**src/design/backend_params.svh**
```systemverilog
`ifndef BACKEND_PARAMS_SVH
`define BACKEND_PARAMS_SVH

// datapath and byte address width
`define BE_XLEN 32

// architectural integer registers, r0 hardwired to zero
`define BE_REG_NUM 32

// data ram word address width (256 words)
`define BE_RAM_AW 8

`endif
```
**src/design/reg_file.sv**
```systemverilog
`include "backend_params.svh"

module reg_file (
	input  logic                              clk,
	input  logic                              rst_n,
	input  logic [$clog2(`BE_REG_NUM)-1:0]    ra_addr_i,
	input  logic [$clog2(`BE_REG_NUM)-1:0]    rb_addr_i,
	output logic [`BE_XLEN-1:0]               ra_data_o,
	output logic [`BE_XLEN-1:0]               rb_data_o,
	input  logic                              w_en_i,
	input  logic [$clog2(`BE_REG_NUM)-1:0]    w_addr_i,
	input  logic [`BE_XLEN-1:0]               w_data_i
);
	logic [`BE_XLEN-1:0] regs [`BE_REG_NUM];
	logic                w_live; // a real write this cycle

	assign w_live = w_en_i && (w_addr_i != '0);

	always_ff @(posedge clk) begin
		if (!rst_n) begin
			for (int i = 0; i < `BE_REG_NUM; i++) regs[i] <= '0;
		end else if (w_live) begin
			regs[w_addr_i] <= w_data_i; // r0 never written
		end
	end

	// write-through so the issuing instruction sees the wb result
	assign ra_data_o = (w_live && w_addr_i == ra_addr_i) ? w_data_i : regs[ra_addr_i];
	assign rb_data_o = (w_live && w_addr_i == rb_addr_i) ? w_data_i : regs[rb_addr_i];

endmodule : reg_file

```
**config.mk**
```make
export PLATFORM = sky130hd
export DESIGN_NAME = reg_file
export DESIGN_NICKNAME = d
export VERILOG_FILES = /design/src/design/reg_file.sv
export VERILOG_INCLUDE_DIRS = /design/src /design/src/design
export SDC_FILE = /design/constraint.sdc
export NUM_CORES = 2
export LEC_CHECK = 0
export ABC_AREA = 1
export BUFFER_PORTS_ARGS = -buffer_cell sky130_fd_sc_hd__buf_2
export CAP_MARGIN = 40
export CORE_MARGIN = 10
export CORE_UTILIZATION = 24
export DETAILED_ROUTE_END_ITERATION = 8
export GPL_ROUTABILITY_DRIVEN = 0
export PLACE_DENSITY = 0.46
export SETUP_SLACK_MARGIN = 0.5
export SLEW_MARGIN = 20
export SYNTH_ARGS = -nofsm -noshare
export SYNTH_HDL_FRONTEND = slang
export SYNTH_SLANG_ARGS = --single-unit
```
**constraint.sdc**
```tcl
create_clock -name clk -period 5.6 [get_ports clk]
set_input_delay 1.12 -clock clk [delete_from_list [all_inputs] [get_ports clk]]
set_output_delay 1.12 -clock clk [all_outputs]
set_load 0.02 [all_outputs]
```
==> flow_summary.toml <==
[run_status]
status = "finished clean"

[detailed_routing]
drtPass1Iterations = 8
first_iter_violations = 7352
wl_per_cell_um = 24.8
wl_um = 256000
post-route-drc-count = 0
vias = 52900
vias_per_cell = 5.12
ant_nets = 0

[logic_synthesis]
synth_top_area_share = 0.543
synth_area_leaders = "edfxtp_1, nand2_1, nand3_1"
syn_area_um2 = 56600
synth-warning-count = 0
synth_top_cell_by_area = "edfxtp_1"
postSynthCellCount = 7252
synth-seq-cells = 1024
synth.distinct_cells = 16
avgSynthCellArea_um2 = 7.80
yosysSeqAreaShare = 0.543

[sta]
post-route-period-util = 0.846
fin_crit_ns = 4.74
setup_tns_ns = 0
worst_pin_slew_ns = 1.10
relSlewSlack = 0.269
rsz0062_at_grt = "false"
worst_slack_ns = 0.862
finalSetupViolCount = 0
hold_viol = 0
fmax_ghz = 0.211
drv_slew = 0

[place]
place_ws_ns = 0.938
place_inst = 10100
hpwlAfterDp_um = 145000
port_buffers = 113

[cells_and_area]
largest_reg_flops = 1024
final_nets = 7117
top_regs = "regs (1024)"
layout_common_cells = "nand2_1, nand3_1, edfxtp_1"
drive_gt1_frac = 0.0770
syn_to_final_growth_pct = 14.2
final-instance-count-excl-fill = 10300
layout_commonest_cell = "nand2_1"
regMostFlops = "regs"

[floorplanning]
dieArea_um2 = 256000
rows = 178
die_w_um = 506
die_h_um = 506
start_util = 0.241
core_um2 = 235000
io_pins = 114

[worst_setup_path]
path_class = "in2out"
endpoint_kind = "primary output"
required_ns = 4.48
cp_max_fo = 52
startpoint = "ra_addr_i[0]"
start_kind = "input port"
critPathArrivalTime_ns = 3.62

[clock_network]
cts_tree = "built"
clockBufferDepth = 3
ctsHoldBuffers = 0
clock_sinks = 1024
cts_resized = 0
clk_pin_slew_worst_paths_ns = 0.07
clockRootBuffer = "clkbuf_16"
postCtsSetupRepairBufs = 0
numCtsBuffers = 116
htreeDepth = 3

[global_route]
grt.total_usage = 0.191
grt_max_degree = 150
grt_pass1_wl_um = 364000
grt_pass1_vias = 50200
grt_antenna_before_repair = 7
grt-ovfl-total = 0

[power]
switching_share = 0.293
switching_power_mw = 5.72
p_seq_frac = 0.464
intPower_mw = 13.8
clock_power_share = 0.391
p_comb_frac = 0.145
power_density_nw_per_um2 = 302
vdd_drop_max_v = 0.000248
power.leakage_nw = 26.2

[flow_run]
maxCapViolations = 0

[worst_hold_path]
min_from = "w_data_i[18]"
min_path_type = "in2reg"
-- area by class of cell --
cell class | count | area (µm²)
multi-input combinational | 5531 | 23100
tap | 3150 | 3940
antenna | 5 | 12.5
inverter | 86 | 365
sequential | 1024 | 30700
fill | 25100 | 170000
clock buffer | 144 | 3070
clock inverter | 74 | 571
timing repair buffer | 308 | 2750
-- routing by layer --
layer,track usage,vias up,wire length [µm]
met4,0.0792,0,11200
li1,-,23600,-
met2,0.304,3020,116000
met3,0.0320,537,23500
met1,0.256,25700,104000
met5,0,-,0
-- stage by stage --
stage          instance area [µm²]  utilization  total power [mW]  hold slack, ns
6_report                     64600        0.275              19.5           0.941
5_1_grt                      64600        0.275              20.2           0.960
4_1_cts                      64600        0.275              19.6           0.910
3_5_place_dp                 60900        0.259              12.0            1.74
3_3_place_gp                 60700        0.258              12.0            1.77
2_1_floorplan                56700            -              10.8            1.36
-- power by group through the flow --
stage               logic, mW  registers [mW]  clock network [mW]
finish                   2.83            9.07                7.64
global route             3.04            9.12                8.06
CTS                      2.80            9.06                7.73
detailed placement       2.79            9.22                   0
global placement         2.76            9.21                   0
floorplan                1.63            9.17                   0
-- worst max-delay path, stage by stage --
cell and delay [ns]:
buf_8 0.19, inv_8 0.41, buf_4 0.61, nand2_1 0.11, nand3_1 0.10, nand3_1 0.09
nand2_1 0.14, nand2_1 0.08, nand3_1 0.19, nand3_1 0.20, nand2_1 0.11, buf_2 0.17
-- final timing paths --
| kind | cells past startpoint | endpoint | slack (ns) |
|---|---|---|---|
| worst max-delay path | 12 | ra_data_o[4] | 0.86 |
| worst min-delay path | 3 | regs[17][18] | 0.94 |
-- synth_stat cells --
| master | count |
|---|---|
| buf_2 | 191 |
| buf_1 | 42 |
| xor2_1 | 4 |
| conb_1 | 1 |
| edfxtp_1 | 1024 |
| nand4_1 | 2 |
| nand3_1 | 1739 |
| a21oi_1 | 2 |
| nand2_1 | 2747 |
| inv_2 | 9 |
| clkbuf_1 | 409 |
| inv_1 | 77 |
| nor2_1 | 993 |
| nor3_1 | 9 |
| o21ai_1 | 1 |
| o211ai_1 | 2 |
-- cells by family after synthesis --
group | count (synthesis) | share of synthesized area
flops | 1024 | 0.543
buf+inv | 728 | 0.0525
simple gates | 5490 | 0.403
compound gates | 5 | 0.000530
other cells | 1 | 0.0000663
xor+xnor | 4 | 0.000619
Power figures use the tool's default switching activity.
