===== src/design/backend_params.svh =====
`ifndef BACKEND_PARAMS_SVH
`define BACKEND_PARAMS_SVH

// datapath and byte address width
`define BE_XLEN 32

// architectural integer registers, r0 hardwired to zero
`define BE_REG_NUM 32

// data ram word address width (256 words)
`define BE_RAM_AW 8

`endif

===== src/design/backend_pkg.sv =====
package backend_pkg;

	// instruction opcodes seen by the back end
	typedef enum logic [3:0] {
		OP_NOP   = 4'd0,
		OP_ADD   = 4'd1,
		OP_SUB   = 4'd2,
		OP_AND   = 4'd3,
		OP_OR    = 4'd4,
		OP_XOR   = 4'd5,
		OP_SLL   = 4'd6,
		OP_SRL   = 4'd7,
		OP_SLT   = 4'd8,  // signed compare
		OP_ADDI  = 4'd9,  // rj + sext(imm12)
		OP_LU12I = 4'd10, // imm20 << 12
		OP_LD_W  = 4'd11, // rd = mem[rj + sext(imm12)]
		OP_ST_W  = 4'd12  // mem[rj + sext(imm12)] = rk
	} op_e;

	// where the write-back value comes from
	typedef enum logic {
		WB_ALU = 1'b0,
		WB_LSU = 1'b1
	} wb_sel_e;

	// lsu bus sequencing
	typedef enum logic [1:0] {
		LSU_IDLE = 2'd0, // strobe goes out here when a request shows up
		LSU_BUS  = 2'd1, // waiting for ack
		LSU_DONE = 2'd2  // data valid, m2 may advance
	} lsu_state_e;

endpackage : backend_pkg


===== src/design/lsu_wb.sv =====
`include "backend_params.svh"

module lsu_wb (
	input  logic                    clk,
	input  logic                    rst_n,
	input  logic                    req_i,   // m2 holds a load or store
	input  logic                    we_i,
	input  logic [`BE_XLEN-1:0]     addr_i,  // byte address
	input  logic [`BE_XLEN-1:0]     wdata_i,
	output logic                    busy_o,
	output logic [`BE_XLEN-1:0]     rdata_o,

	output logic                    wb_cyc_o,
	output logic                    wb_stb_o,
	output logic                    wb_we_o,
	output logic [`BE_RAM_AW-1:0]   wb_adr_o,
	output logic [`BE_XLEN-1:0]     wb_dat_o,
	input  logic [`BE_XLEN-1:0]     wb_dat_i,
	input  logic                    wb_ack_i
);
	import backend_pkg::*;

	lsu_state_e state_q, state_d;
	logic       active; // strobe out this cycle

	always_comb begin
		state_d = state_q;
		case (state_q)
			LSU_IDLE: if (req_i) state_d = LSU_BUS;
			LSU_BUS:  if (wb_ack_i) state_d = LSU_DONE;
			LSU_DONE: state_d = LSU_IDLE; // m2 moves on this cycle
			default:  state_d = LSU_IDLE;
		endcase
	end

	always_ff @(posedge clk) begin
		if (!rst_n) state_q <= LSU_IDLE;
		else        state_q <= state_d;
	end

	// load data captured on ack and held through done
	always_ff @(posedge clk) begin
		if (state_q == LSU_BUS && wb_ack_i && !we_i) rdata_o <= wb_dat_i;
	end

	// first strobe cycle comes straight from the request
	assign active = (state_q == LSU_IDLE && req_i) || (state_q == LSU_BUS);

	assign wb_cyc_o = active;
	assign wb_stb_o = active;
	assign wb_we_o  = we_i;
	assign wb_adr_o = addr_i[`BE_RAM_AW+1:2]; // word index

	assign wb_dat_o = wdata_i;

	// done state releases the pipe
	assign busy_o = active;

endmodule : lsu_wb


===== config.mk =====
export PLATFORM = sky130hd
export DESIGN_NAME = lsu_wb
export DESIGN_NICKNAME = d
export VERILOG_FILES = /design/src/design/backend_pkg.sv /design/src/design/lsu_wb.sv
export VERILOG_INCLUDE_DIRS = /design/src /design/src/design
export SDC_FILE = /design/constraint.sdc
export NUM_CORES = 1
export LEC_CHECK = 0
export BUFFER_PORTS_ARGS = -buffer_cell sky130_fd_sc_hd__buf_2
export CORE_MARGIN = 4
export CORE_UTILIZATION = 31
export DETAILED_ROUTE_END_ITERATION = 10
export PLACE_DENSITY = 0.91
export SYNTH_ARGS = -nofsm -noshare
export SYNTH_HDL_FRONTEND = slang
export SYNTH_SLANG_ARGS = --single-unit
export TNS_END_PERCENT = 50

===== constraint.sdc =====
create_clock -name clk -period 3.86 [get_ports clk]
set_input_delay 0.579 -clock clk [delete_from_list [all_inputs] [get_ports clk]]
set_output_delay 0.579 -clock clk [all_outputs]
set_load 0.01 [all_outputs]

==> impl_results.md <==
- # nets final: 222
- Post-synthesis compound-gate area fraction: 0%
- Largest net degree at the start of global routing: 33
- Worst EP arrival: 1.05 ns
- Worst Tran Pin Value: ~0.39 ns
- Final Power: between 0.6 and 0.7 mW
- Die X: 74.5 um
- Final slew viol count: 0
- Cell taking the most area after synthesis: edfxtp_1
- Port Buffer Count: 72
- Yosys top cell area share: 70.1%
- Antenna cell count: 0
- Buf/Inv on CP: 2
- CTS H-tree depth: 2
- Vias in the first global route: 709
- Gr ovfl total: 0
- Crit-path cells: buf_2 > nor2_1 > nor2_1 > buf_2
- Hold crit path type: input port to flop
- Worst-case clock buffer depth: 2
- # DRC: 0
- Ports: roughly 180
- Die Height: 74.5 um
- Crit path max-delay family: buffers and inverters
- ANT nets after route: 0
- Post-CTS Setup Inserts: 0
- Hold Vio Cnt, Final: 0
- Fin crit share: about 42%
- First-pass GRT wire length: around 4700 um
- Row Count: 23
- Clk root buf: clkbuf_8
- Worst Setup End Kind: primary output
- P per Cell Area: 446 nW/um^2
- Worst EP required: 3.28 ns
- Number of distinct library cells after synthesis: 8
- Worst Path Max Fanout: 3
- Most frequent cells in the layout: buf_2 (72), edfxtp_1 (32), clkbuf_8 (5)
- Top area cells in the synthesized netlist: edfxtp_1 (70%), buf_4 (24%), dfxtp_1 (2.9%)
- TritonCTS sink count: 34
- Simple-Gate Fraction of Synth Area: 3.38%
- Min cycle time layout: 1.63 ns
- PostCTS Resize Cnt: 0
- GRT Total Usage: 13.3%
- Leakage: 0.657 nW
- Cell area after synthesis: 1370 sq um
- Worst-case vdd ir drop: between 0.15 and 0.2 mV
- YS warnings: 0
- Cell count after synthesis: 84
- Startpoint class of the critical path: input port
- Starting Density: approximately a third
- Worst-skew pair later-pin latency: 0.28 ns
- Setup_tns: 0 ns
- Clock skew: 0.00237 ns
- Die area: around 5500 sq um
- WL per Instance: 21.8 um
- Slew HR: ~74%
- Avg Cell Area, Syn: 16.3 sq um
- CTS Buf Count: 5
- Seq/Total Area, Yosys: 73.1%
- Routed WL: between 3000 and 4000 um
- CTS tree: built
- Adder-Cell Fraction of Synth Area: 0%
- Routed vias: between 700 and 800
- Routed vias/inst: around 4.3
- Final GP Congestion: between 0.7 and 0.8
- FMAX: 613 MHz
- Clock edge transition at the registers on the reported setup and hold paths: around 0.06 ns
- Core box area: 4140 sq um
- # hold bufs at CTS: 0
- MaxCap Viol Count: 0
- RSZ-0062 raised after global routing: no
- Critical-path top delay cell: nor2_1
- Initial antenna violation count: 0
- Setup violators final: 0
- Largest family of logic cells by synthesized area: buffers and inverters
- Most common cell after layout, fill and taps aside: buf_2
- Xor and xnor area share after synthesis: 0%
- Status: finished clean
- CP max stage delay: 0.14 ns
- Share of cells above drive strength 1: 67.2%
- DRC marker count from the first detailed-route iteration: 25
- Pre-Repair DR Iteration Count: 4
- Post-synthesis sequential element count: 34
- Mux contribution to synthesized area: 0%
- Area delta synth->final: 14.2%
- Fill cell count: a little over 400
- Critical setup path kind: input port to primary output
- Reg-to-reg setup timing slack: ~2.6 ns
- Mapped Nets: 185
[worst paths after layout]
path	from	cells after the start	endpoint
worst min-delay path	wb_dat_i[13]	1	rdata_o[13]
worst max register to register	state_q[0]	3	rdata_o[19]
worst min register to register	state_q[0]	2	state_q[1]
worst max-delay path	req_i	4	wb_stb_o
[synthesized netlist by cell type]
cell,count
nor2_1,3
buf_4,43
dfxtp_1,2
nand2b_4,1
edfxtp_1,32
nor3_1,1
nor3b_2,1
nand2_1,1
[area by class of cell]
cell class	instances	area, sq um	share of cell area, %
sequential	34	1000	64.0
timing repair buffer	73	368	23.5
tap	50	62.6	4.00
clock buffer	6	72.6	4.64
clock inverter	2	8.76	0.560
multi-input combinational	7	51.3	3.28
[cell families after synthesis]
kind of cell | count (synthesis)
AND/OR/NAND/NOR | 7
flip-flops | 34
buffers and inverters | 43
[report_power, final]
group          internal [mW]  leakage, nW  switching [mW]
logic                 0.0221        0.307          0.0216
clock network          0.124       0.0426           0.114
registers              0.414        0.307         0.00234
total                  0.560        0.657           0.138
[metrics by stage]
step	hold slack [ns]	utilization (%)	area [sq um]	worst slack, ns	instances
6_report	0.472	37.7	1560	2.23	172
5_1_grt	0.458	37.7	1560	2.18	172
4_1_cts	0.458	37.7	1560	2.22	172
3_5_place_dp	0.503	35.8	1480	2.22	164
3_3_place_gp	0.479	35.8	1480	2.24	164
2_1_floorplan	0.449	-	1370	0.550	84
[state kept, by name (all words and copies together) (netlist names)]
name,flops
rdata_o,32
state_q,2
[metal layers]
metal | track usage (%) | part of all wire (%) | vias to the layer above
met5 | 0 | 0 | -
met4 | 9.09 | 4.7 | 0
met3 | 11.2 | 18 | 24
met2 | 23.4 | 54 | 83
met1 | 8.83 | 23 | 320
li1 | - | - | 316
Power figures use the tool's default switching activity.
